**config.mk**
```make
export PLATFORM = sky130hd
export DESIGN_NAME = mem_wr_subsys
export DESIGN_NICKNAME = d
export VERILOG_FILES = /design/src/source/mem_wr_pkg.sv /design/src/source/mem_wr_subsys.sv /design/src/source/slice_mem.sv /design/src/source/mem_wr_aggregate.sv /design/src/source/ack_align.sv /design/src/source/req_fifo.sv
export VERILOG_INCLUDE_DIRS = /design/src /design/src/source
export SDC_FILE = /design/constraint.sdc
export NUM_CORES = 2
export LEC_CHECK = 0
export BUFFER_PORTS_ARGS = -buffer_cell sky130_fd_sc_hd__buf_2
export CAP_MARGIN = 40
export CORE_MARGIN = 2
export CORE_UTILIZATION = 45
export DETAILED_ROUTE_END_ITERATION = 6
export PLACE_DENSITY = 0.69
export SLEW_MARGIN = 15
export SYNTH_ARGS = -nofsm -noshare
export SYNTH_HDL_FRONTEND = slang
export SYNTH_HIERARCHICAL = 1
export SYNTH_MEMORY_MAX_BITS = 65536
export SYNTH_SLANG_ARGS = --single-unit
```
**constraint.sdc**
```tcl
create_clock -name from_controller -period 6.7 [get_ports from_controller]
set_input_delay 0.335 -clock from_controller [delete_from_list [all_inputs] [get_ports from_controller]]
set_output_delay 0.335 -clock from_controller [all_outputs]
set_load 0.01 [all_outputs]
```
**src/source/mem_wr_settings.svh**
```systemverilog
/* sizing for the wide-write split into narrow slices.
   include wherever the widths or depths are needed. */
`ifndef MEM_WR_SETTINGS_SVH
`define MEM_WR_SETTINGS_SVH

// word address width, the same for the wide port and every slice.
`define MW_ADDR_WID 6

// narrow data width of one slice.
`define MW_SLICE_WID 16

`define MW_N_SLICES 4 // slices per wide word.

// request FIFO depth per slice, not counting the output stage.
`define MW_REQ_DEPTH 4

`define MW_ALIGN_DEPTH 8 // slice acks that may wait for the slowest slice.

`endif
```
**src/source/mem_wr_pkg.sv**
```systemverilog
/* types shared by the wide-write aggregator, the slice memories and the testbench. */
`include "mem_wr_settings.svh"

package mem_wr_pkg;

    typedef logic [`MW_ADDR_WID-1:0] addr_t;

    typedef logic [`MW_SLICE_WID-1:0] slice_word_t;

    // one wide data word, either whole or cut into slices. slice 0 is the low bits.
    typedef union packed {
        logic [`MW_N_SLICES*`MW_SLICE_WID-1:0] flat;
        slice_word_t [`MW_N_SLICES-1:0]        slice;
    } wide_word_u;

    // write on the wide port.
    typedef struct packed {
        addr_t      addr;
        wide_word_u data;
    } wide_req_t;

    // write on one narrow slice port.
    typedef struct packed {
        addr_t       addr;
        slice_word_t data;
    } slice_req_t;

    typedef struct packed {
        logic req_oflow;    // sticky.
        logic req_pending;  // slice request presented.
        logic resp_oflow;   // sticky.
        logic resp_pending; // slice ack waiting for the others.
    } slice_status_t;

endpackage : mem_wr_pkg

```
**src/source/mem_wr_subsys.sv**
```systemverilog
/* wide write port split over four slice memories with ack latencies 1 to 4.
   the read port returns the whole wide word one cycle after the address. */
`timescale 1ns/1ps
`include "mem_wr_settings.svh"

module mem_wr_subsys (
    input  logic                                          from_controller,
    input  logic                                          rst_n,
    input  logic                                          wr_req,
    input  mem_wr_pkg::wide_req_t                         wr,
    output logic                                          wr_rdy,
    output logic                                          wr_ack,
    input  mem_wr_pkg::addr_t                             rd_addr,
    output mem_wr_pkg::wide_word_u                        rd_data,
    output mem_wr_pkg::slice_status_t [`MW_N_SLICES-1:0]  status
);
    import mem_wr_pkg::*;

    localparam int N = `MW_N_SLICES;

    slice_req_t [N-1:0]  slice_req;
    logic [N-1:0]        slice_vld;
    logic [N-1:0]        slice_rdy;
    logic [N-1:0]        slice_ack;
    slice_word_t [N-1:0] slice_rd;

    mem_wr_aggregate mem_wr_aggregate_i (
        .from_controller ( from_controller ),
        .rst_n           ( rst_n ),
        .wr_req          ( wr_req ),
        .wr              ( wr ),
        .wr_rdy          ( wr_rdy ),
        .wr_ack          ( wr_ack ),
        .slice_req       ( slice_req ),
        .slice_vld       ( slice_vld ),
        .slice_rdy       ( slice_rdy ),
        .slice_ack       ( slice_ack ),
        .status          ( status )
    );

    // later slices answer more slowly, so acks arrive out of step.
    for (genvar i = 0; i < N; i++) begin : g_slice
        slice_mem #(
            .ACK_LAT ( i + 1 )
        ) slice_mem_i (
            .from_controller ( from_controller ),
            .rst_n           ( rst_n ),
            .req             ( slice_vld[i] ),
            .rdy             ( slice_rdy[i] ),
            .wr              ( slice_req[i] ),
            .ack             ( slice_ack[i] ),
            .rd_addr         ( rd_addr ),
            .rd_data         ( slice_rd[i] )
        );
    end : g_slice

    assign rd_data.slice = slice_rd; // slice 0 in the low bits.

endmodule : mem_wr_subsys

```
**src/source/slice_mem.sv**
```systemverilog
/* narrow memory for one slice. takes a write, stays busy for ACK_LAT cycles,
   then pulses ack. the read port is registered. */
`timescale 1ns/1ps

module slice_mem #(
    parameter int ACK_LAT = 1
) (
    input  logic                    from_controller,
    input  logic                    rst_n,
    input  logic                    req,
    output logic                    rdy,
    input  mem_wr_pkg::slice_req_t  wr,
    output logic                    ack,
    input  mem_wr_pkg::addr_t       rd_addr,
    output mem_wr_pkg::slice_word_t rd_data
);
    import mem_wr_pkg::*;

    localparam int WORDS = 2 ** $bits(addr_t);
    localparam int CNT_W = $clog2(ACK_LAT + 1);

    slice_word_t      mem [WORDS];
    logic [CNT_W-1:0] busy_cnt;
    logic             pop;

    assign pop = req && rdy;
    assign rdy = (busy_cnt == '0);
    assign ack = (busy_cnt == CNT_W'(1)); // last busy cycle.

    always_ff @(posedge from_controller or negedge rst_n) begin
        if (!rst_n) begin
            busy_cnt <= '0;
        end else if (pop) begin
            busy_cnt <= CNT_W'(ACK_LAT);
        end else if (!rdy) begin
            busy_cnt <= busy_cnt - 1'b1;
        end
    end

    always_ff @(posedge from_controller) begin
        if (pop) mem[wr.addr] <= wr.data;
        rd_data <= mem[rd_addr];
    end

    // the ack for a pop comes exactly ACK_LAT cycles later.
    a_ack_latency : assert property (
        @(posedge from_controller) disable iff (!rst_n)
        pop |-> ##ACK_LAT ack
    ) else $error("slice_mem: ack out of step with pop");

endmodule : slice_mem

```
**src/source/mem_wr_aggregate.sv**
```systemverilog
/* splits each accepted wide write into one request per slice and returns
   one wide ack once every slice has acked its part, in acceptance order. */
`timescale 1ns/1ps
`include "mem_wr_settings.svh"

module mem_wr_aggregate (
    input  logic                                          from_controller,
    input  logic                                          rst_n,
    input  logic                                          wr_req,
    input  mem_wr_pkg::wide_req_t                         wr,
    output logic                                          wr_rdy,
    output logic                                          wr_ack,
    output mem_wr_pkg::slice_req_t [`MW_N_SLICES-1:0]     slice_req,
    output logic [`MW_N_SLICES-1:0]                       slice_vld,
    input  logic [`MW_N_SLICES-1:0]                       slice_rdy,
    input  logic [`MW_N_SLICES-1:0]                       slice_ack,
    output mem_wr_pkg::slice_status_t [`MW_N_SLICES-1:0]  status
);
    import mem_wr_pkg::*;

    localparam int N      = `MW_N_SLICES;
    localparam int OPEN_W = 8;

    logic [N-1:0]      fifo_rdy;
    logic [N-1:0]      pending;
    logic              accept;
    logic [OPEN_W-1:0] open_wr; // accepted wide writes not yet acked.

    // one acceptance, seen by every slice FIFO in the same cycle.
    assign accept = wr_req && wr_rdy;

    for (genvar i = 0; i < N; i++) begin : g_slice
        slice_req_t push;
        logic       req_oflow;
        logic       resp_oflow;

        assign push.addr = wr.addr;
        assign push.data = wr.data.slice[i];

        req_fifo req_fifo_i (
            .from_controller ( from_controller ),
            .rst_n           ( rst_n ),
            .wr              ( accept ),
            .wr_rdy          ( fifo_rdy[i] ),
            .wr_data         ( push ),
            .rd              ( slice_rdy[i] ),
            .rd_vld          ( slice_vld[i] ),
            .rd_data         ( slice_req[i] ),
            .oflow           ( req_oflow )
        );

        ack_align ack_align_i (
            .from_controller ( from_controller ),
            .rst_n           ( rst_n ),
            .inc             ( slice_ack[i] ),
            .dec             ( wr_ack ),
            .nonzero         ( pending[i] ),
            .oflow           ( resp_oflow ),
            .uflow           ( )
        );

        assign status[i] = '{
            req_oflow:    req_oflow,
            req_pending:  slice_vld[i],
            resp_oflow:   resp_oflow,
            resp_pending: pending[i]
        };
    end : g_slice

    // registered, so it trails the FIFO fill by one cycle.
    always_ff @(posedge from_controller or negedge rst_n) begin
        if (!rst_n) begin
            wr_rdy <= 1'b0;
        end else begin
            wr_rdy <= &fifo_rdy;
        end
    end

    assign wr_ack = &pending; // every slice has acked the oldest write.

    always_ff @(posedge from_controller or negedge rst_n) begin
        if (!rst_n) begin
            open_wr <= '0;
        end else if (accept && !wr_ack) begin
            open_wr <= open_wr + 1'b1;
        end else if (wr_ack && !accept) begin
            open_wr <= open_wr - 1'b1;
        end
    end

    // a wide ack needs an earlier acceptance still waiting for its ack.
    a_ack_matched : assert property (
        @(posedge from_controller) disable iff (!rst_n)
        wr_ack |-> (open_wr != '0)
    ) else $error("mem_wr_aggregate: wide ack without a matching write");

endmodule : mem_wr_aggregate

```
**src/source/ack_align.sv**
```systemverilog
/* counts slice acks of one slice that still wait for the matching wide ack.
   raised by the slice ack, lowered by the wide ack. */
`timescale 1ns/1ps
`include "mem_wr_settings.svh"

module ack_align (
    input  logic from_controller,
    input  logic rst_n,
    input  logic inc,
    input  logic dec,
    output logic nonzero,
    output logic oflow,
    output logic uflow
);

    localparam int DEPTH = `MW_ALIGN_DEPTH;
    localparam int CNT_W = $clog2(DEPTH + 1);

    logic [CNT_W-1:0] count;
    logic             at_max;

    assign at_max  = (count == CNT_W'(DEPTH));
    assign nonzero = (count != '0);

    always_ff @(posedge from_controller or negedge rst_n) begin
        if (!rst_n) begin
            count <= '0;
            oflow <= 1'b0;
            uflow <= 1'b0;
        end else begin
            if (inc && !dec) begin
                if (!at_max) count <= count + 1'b1;
            end else if (dec && !inc) begin
                if (nonzero) count <= count - 1'b1;
            end
            if (inc && !dec && at_max) oflow <= 1'b1; // ack lost.
            if (dec && !nonzero) uflow <= 1'b1;
        end
    end

    // the wide ack is formed from every counter, this one included.
    a_no_dec_at_zero : assert property (
        @(posedge from_controller) disable iff (!rst_n) !(dec && !nonzero)
    ) else $error("ack_align: wide ack with no slice ack waiting");

endmodule : ack_align

```
**src/source/req_fifo.sv**
```systemverilog
/* prefetch FIFO holding narrow write requests for one slice.
   the head sits in an output register, so a request shows one cycle after its write. */
`timescale 1ns/1ps
`include "mem_wr_settings.svh"

module req_fifo (
    input  logic                   from_controller,
    input  logic                   rst_n,
    input  logic                   wr,
    output logic                   wr_rdy,
    input  mem_wr_pkg::slice_req_t wr_data,
    input  logic                   rd,
    output logic                   rd_vld,
    output mem_wr_pkg::slice_req_t rd_data,
    output logic                   oflow
);
    import mem_wr_pkg::*;

    localparam int DEPTH = `MW_REQ_DEPTH;
    localparam int PTR_W = (DEPTH > 1) ? $clog2(DEPTH) : 1;
    localparam int CNT_W = $clog2(DEPTH + 1);

    slice_req_t       mem [DEPTH];
    logic [PTR_W-1:0] wr_ptr;
    logic [PTR_W-1:0] rd_ptr;
    logic [CNT_W-1:0] count; // entries in mem, output stage excluded.
    logic             out_vld;
    logic             full;
    logic             pop;
    logic             out_free;
    logic             mem_wr;
    logic             mem_rd;
    logic             bypass;

    function automatic logic [PTR_W-1:0] ptr_inc(input logic [PTR_W-1:0] ptr);
        return (ptr == PTR_W'(DEPTH - 1)) ? '0 : ptr + 1'b1;
    endfunction

    assign full     = (count == CNT_W'(DEPTH));
    assign pop      = rd && out_vld;
    assign out_free = !out_vld || pop;
    assign mem_rd   = out_free && (count != '0);
    assign bypass   = out_free && (count == '0) && wr; // empty, so straight to the head.
    assign mem_wr   = wr && !bypass && !full;

    // two free so the registered ready upstream still has room.
    assign wr_rdy = (count <= CNT_W'(DEPTH - 2));
    assign rd_vld = out_vld;

    always_ff @(posedge from_controller or negedge rst_n) begin
        if (!rst_n) begin
            wr_ptr  <= '0;
            rd_ptr  <= '0;
            count   <= '0;
            out_vld <= 1'b0;
            oflow   <= 1'b0;
        end else begin
            if (mem_wr) wr_ptr <= ptr_inc(wr_ptr);
            if (mem_rd) rd_ptr <= ptr_inc(rd_ptr);
            if (mem_wr && !mem_rd) begin
                count <= count + 1'b1;
            end else if (mem_rd && !mem_wr) begin
                count <= count - 1'b1;
            end
            if (out_free) out_vld <= mem_rd || bypass;
            if (wr && full) oflow <= 1'b1; // request dropped.
        end
    end

    always_ff @(posedge from_controller) begin
        if (mem_wr) mem[wr_ptr] <= wr_data;
        if (mem_rd) begin
            rd_data <= mem[rd_ptr];
        end else if (bypass) begin
            rd_data <= wr_data;
        end
    end

    // upstream ready lags by a cycle; the spare entry must cover it.
    a_no_write_when_full : assert property (
        @(posedge from_controller) disable iff (!rst_n) !(wr && full)
    ) else $error("req_fifo: write while full");

endmodule : req_fifo

```
* Word level (Yosys, flattened, before mapping) *
Memories as Yosys holds them, arrays and structs flattened. A register that Yosys moved wholly into a read port is not among the register bits.
Cells that the tools add are included.
W data, S select, Z words.

word-level totals
  flip-flop bits (word level) = 153
  bits in writable memories = 4448
  input bits = 79
  output and inout bits = 82
  logic and storage cells = 291
  memories kept = 8

operators by class
  $add $sub $neg = 28
  $lt $le $gt $ge = 4
  equality and inequality tests = 26
  mux-type cells = 64
  bitwise gates (word level) = 1
  reduce and logical (&&, ||, !) cells = 119

memories
  memory                                        words  bits a word  rd ports  clocked after Yosys merged registers in  wr ports  line             text
  g_slice[0].slice_mem_i.mem                    64     16           1         1                                        1         slice_mem.sv:22  slice_word_t mem [WORDS];
  g_slice[1].slice_mem_i.mem                    64     16           1         1                                        1         slice_mem.sv:22
  g_slice[2].slice_mem_i.mem                    64     16           1         1                                        1         slice_mem.sv:22
  g_slice[3].slice_mem_i.mem                    64     16           1         1                                        1         slice_mem.sv:22
  mem_wr_aggregate_i.g_slice[0].req_fifo_i.mem  4      22           1         0                                        1         req_fifo.sv:23   slice_req_t mem [DEPTH];
  mem_wr_aggregate_i.g_slice[1].req_fifo_i.mem  4      22           1         0                                        1         req_fifo.sv:23
  2 more memories                               -      -            -         -                                        -         -

operators with widths
  cell                   count
  $mux W22               8
  $mux W4                16
  $logic_and A1 B1 Y1    49
  $reduce_bool A2 Y1     16
  $mux W3                10
  $logic_not A1 Y1       25
  $mux W2                12
  $mux W1                18
  $add A2 B1 Y2 const B  8
  $add A4 B1 Y4 const B  4
  $eq A2 B2 Y1 const B   8
  $eq A4 B4 Y1 const B   4
  $reduce_bool A4 Y1     4
  $sub A4 B1 Y4 const B  4
  $logic_not A3 Y1       5
  $sub A3 B1 Y3 const B  5
  $add A3 B1 Y3 const B  4
  $eq A3 B3 Y1 const B   4
  $le A3 B2 Y1 const B   4
  $reduce_and A3 Y1      4
  $reduce_bool A3 Y1     4
  $logic_or A1 B1 Y1     8
  $ne A2 B2 Y1 const B   4
  $reduce_and A4 Y1      2
  other kinds (7)        12

* Logic depth before layout (Yosys ltp) *
  depth after elaboration = 12
  mapped depth = 14
  depth with buffers taken out = 12

* By module *
The synthesis kept the hierarchy.

modules (own cells, without submodules)
  module                                                    instances  cells each  area each (um2)  seq. area each (um2)
  slice_mem at g_slice[2].slice_mem_i                       1          1808        40058.4          31119.8
  slice_mem at g_slice[1].slice_mem_i                       1          1808        40055.9          31119.8
  slice_mem at g_slice[0].slice_mem_i                       1          1751        39845.7          31094.8
  slice_mem at g_slice[3].slice_mem_i                       1          1821        39739.4          31144.9
  req_fifo at mem_wr_aggregate_i.g_slice[2].req_fifo_i ...  2          207         4739.5           3528.4
  req_fifo at mem_wr_aggregate_i.g_slice[0].req_fifo_i ...  2          207         4735.8           3528.4
  ack_align                                                 4          33          375.4            150.1
  mem_wr_aggregate                                          1          16          138.9            25.0

* Worst setup path after synthesis *
OpenSTA, ideal clock, no wires.

  path type = register to register
  start = reg mem_wr_aggregate_i.g_slice[2].ack_align_i.count[0]
  end = reg mem_wr_aggregate_i.g_slice[3].ack_align_i.count[3]
  setup time = 0.143 ns
  arrival time = 2.830 ns
  required time = 6.557 ns
  path slack = 3.727 ns
  cell stages (with the launch flop) = 9
  path buffers = 0
  period minus slack after synthesis = 2.973 ns
  cell sequence = dfrtp_1 -> or4_1 -> and4_1 -> nand2b_1 -> ha_1 -> a21o_2 -> a2111oi_0 -> o21a_1 -> a211oi_1

RTL lines
  element                 line             text
  start, declared         ack_align.sv:19  logic [CNT_W-1:0] count;
  start signal, assigned  ack_align.sv:32  if (!at_max) count <= count + 1'b1;
  start signal, assigned  ack_align.sv:34  if (nonzero) count <= count - 1'b1;
  end signal, assigned    ack_align.sv:32
  end signal, assigned    ack_align.sv:34
  end, declared           ack_align.sv:19

* Final worst setup path *
  start = reg g_slice[3].slice_mem_i.busy_cnt[0]
  end = mem g_slice[3].slice_mem_i/mem[31][4] (netlist name), enable pin

on the way
  longest elaborated chain between the ends = 4

ends and longest elaborated chain
  element                        line                 text
  start, declared                slice_mem.sv:23      logic [CNT_W-1:0] busy_cnt;
  start signal, assigned         slice_mem.sv:34      busy_cnt <= CNT_W'(ACK_LAT);
  start signal, assigned         slice_mem.sv:36      busy_cnt <= busy_cnt - 1'b1;
  $logic_not A3 Y1               slice_mem.sv:27      assign rdy = (busy_cnt == '0);
  net slice_rdy[3]               mem_wr_subsys.sv:23  logic [N-1:0] slice_rdy;
  $logic_and A1 B1 Y1            slice_mem.sv:26      assign pop = req && rdy;
  $mux W1                        slice_mem.sv:41      if (pop) mem[wr.addr] <= wr.data;
  $mux W1 (not written as such)  slice_mem.sv:41
  end, declared                  slice_mem.sv:22

The timed path passes the listed nets, and every way through them passes these cells.

==> impl_metrics.yaml <==
run_status:
  status: "complete, no violations"
clock_network:
  insertion_delay_ps: 970
  cts_resized: 0
  h-tree-depth: 5
  clk_pin_slew_worst_paths_ps: 60
  cts_buffers: 446
  cts_tree: "yes"
  cts_root_buf: "clkbuf_16"
  clock-sinks: 4665
  ctsLongestPathBuffers: 4
synthesis:
  syn_area_per_cell_um2: 22.09
  syn_nets: 8282
  yosys_warnings: 6
  synthCells: 8156
  mappedNetlistArea_um2: 180200
route:
  num_vias: 86410
  drt_pass1_iterations: 6
  drc: 0
  routedWlPerCell_um: 29.26
  ant_nets: 0
  routed_wirelength_um: 425000
  drt-initial-drc-count: 10400
  via_per_inst: 5.948
layout:
  syn_to_final_growth_pct: 13.34
  fill_cells: 30550
  fin_nets: 8990
  drive_above_1_share_pct: 27.70
floorplanning:
  die_h_um: 636.7
  initial_core_util_pct: 45.17
  core_um2: 398800
  row_count: 232
  io-pin-count: 161
  die-area_um2: 405400
  die_w_um: 636.7
sta:
  post-route-min-period_ps: 3647
  worst_slack_ps: 3053
  relSlewSlack_pct: 32.05
  timing.setup.tns_ps: 0
  finalCritPeriodShare_pct: 54.43
  slew_violations: 0
  hold_violations: 0
  tightest_slew_ps: 1016
  setup_viol: 0
  finalClockSkew_ps: 49.31
  max_freq_mhz: 274.2
  rsz0062_at_grt: "no"
power_and_ir_drop:
  powerDensity_nw_per_um2: 341.9
  p_leak_nw: 65.42
  vdd_drop_max_mv: 0.3176
global_route:
  grt_pass1_vias: 87570
  grt_pass1_wl_um: 616500
  antenna_found_initial: 27
  grt_max_degree: 122
  gr-usage-all-layers_pct: 20.66
  grt_overflow: 0
worst_hold_path:
  min_path_type: "primary input to flip-flop"
placement:
  place_ws_ps: 2840
  port_buffers: 160
  dp_hpwl_um: 252000
  place.gp.congestion: 0.8436
setup_path:
  cp_max_fo: 9
  required_ps: 7340
  crit_path_end_kind: "flip-flop"
  critPathLaunchType: "flip-flop"
  worstPathArrival_ps: 4280
  critical_path_class: "flip-flop to flip-flop"
run:
  maxCapViolations: 0
-- cells in the final DEF, fill, tap and decap left out, drive strengths merged, types with 61 or more instances in the layout --
cell type	count
a21oi	61
nor2	338
a22oi	128
mux2i	350
dlygate4sd3	73
clkinv	184
dfxtp	64
mux2	248
dfrtp	65
o22ai	110
buf	608
clkbuf	581
edfxtp	4536
nand2	165
mux4	1009
-- through the flow --
step                      cell area, um^2  utilization [%]  total power, W  std cells  hold slack [ps]
after floorplan                    180200                -         0.04205       8156            39.41
after global placement             188200            47.18         0.04508      13540            455.4
after detailed placement           189000            47.38         0.04568      13600            389.2
after CTS                          204100            51.18         0.07023      14510            6.033
after global routing               204200            51.19         0.07201      14520            66.87
final                              204200            51.19         0.06980      14530            69.85
-- layer usage --
layer,vias up,track usage [%],wire [um]
li1,35670,-,-
met1,45930,28.59,167000
met2,4149,33.48,206500
met3,649,3.396,35660
met4,6,7.186,15850
met5,-,0,36
-- report_power, final --
| part | switching (W) | internal, W | total (W) |
|---|---|---|---|
| logic | 0.00602 | 0.00285 | 0.00887 |
| clock network | 0.0106 | 0.0142 | 0.0247 |
| registers | 0.000716 | 0.0355 | 0.0362 |
| total | 0.0173 | 0.0525 | 0.0698 |
-- what timing repair did --
| item | in CTS | in global routing |
|---|---|---|
| hold buffers | 74 | 0 |
| setup buffers | 0 | 0 |
| endpoints found under the hold margin | 472 | 0 |
-- final cells by class --
class	count	area, um^2	share of cell area [%]
timing repair buffer	681	5518	2.702
clock buffer	581	11970	5.861
clock inverter	249	2432	1.191
tap	5265	6588	3.226
multi-input combinational	3036	38390	18.80
inverter	34	127.6	0.06250
antenna	15	37.54	0.01838
sequential	4665	139100	68.13
-- worst paths after layout --
kind	from	slack, ps	to	cells after the start
setup reg to reg	g_slice[3].slice_mem_i/busy_cnt[0]$_DFFE_PN0P_	3050	g_slice[3].slice_mem_i/mem[31][4]$_DFFE_PP_	7
setup / recovery	g_slice[3].slice_mem_i/busy_cnt[0]$_DFFE_PN0P_	3050	g_slice[3].slice_mem_i/mem[31][4]$_DFFE_PP_	7
max in group asynchronous	rst_n	5910	async pin	4
hold / removal	rd_addr[3]	70	g_slice[0].slice_mem_i/rd_data[10]$_DFF_P_	3
hold reg to reg	mem_wr_aggregate_i/g_slice[3].req_fifo_i/oflow$_DFFE_PN0P_	470	mem_wr_aggregate_i/g_slice[3].req_fifo_i/oflow$_DFFE_PN0P_	1
min in group asynchronous	rst_n	520	async pin	4
-- worst max-delay path, cell delays in order (launching register included) --
cell and delay [ps]:
dfrtp_1 410, inv_1 90, ha_1 190, nor2b_1 460, and3_1 380, nand3_1 620, nor2_1 830, buf_4 320
-- registers in the layout, indices dropped and copies added, names as in the netlist, 7 cells and up --
signal,count
mem_wr_aggregate_i/g_slice.req_fifo_i/count,12
g_slice.slice_mem_i/rd_data,64
mem_wr_aggregate_i/g_slice.req_fifo_i/mem,352
mem_wr_aggregate_i/g_slice.ack_align_i/count,16
mem_wr_aggregate_i/g_slice.req_fifo_i/rd_data,88
mem_wr_aggregate_i/g_slice.req_fifo_i/wr_ptr,8
g_slice.slice_mem_i/mem,4096
g_slice.slice_mem_i/busy_cnt,7
mem_wr_aggregate_i/g_slice.req_fifo_i/rd_ptr,8
Power figures use the tool's default switching activity.
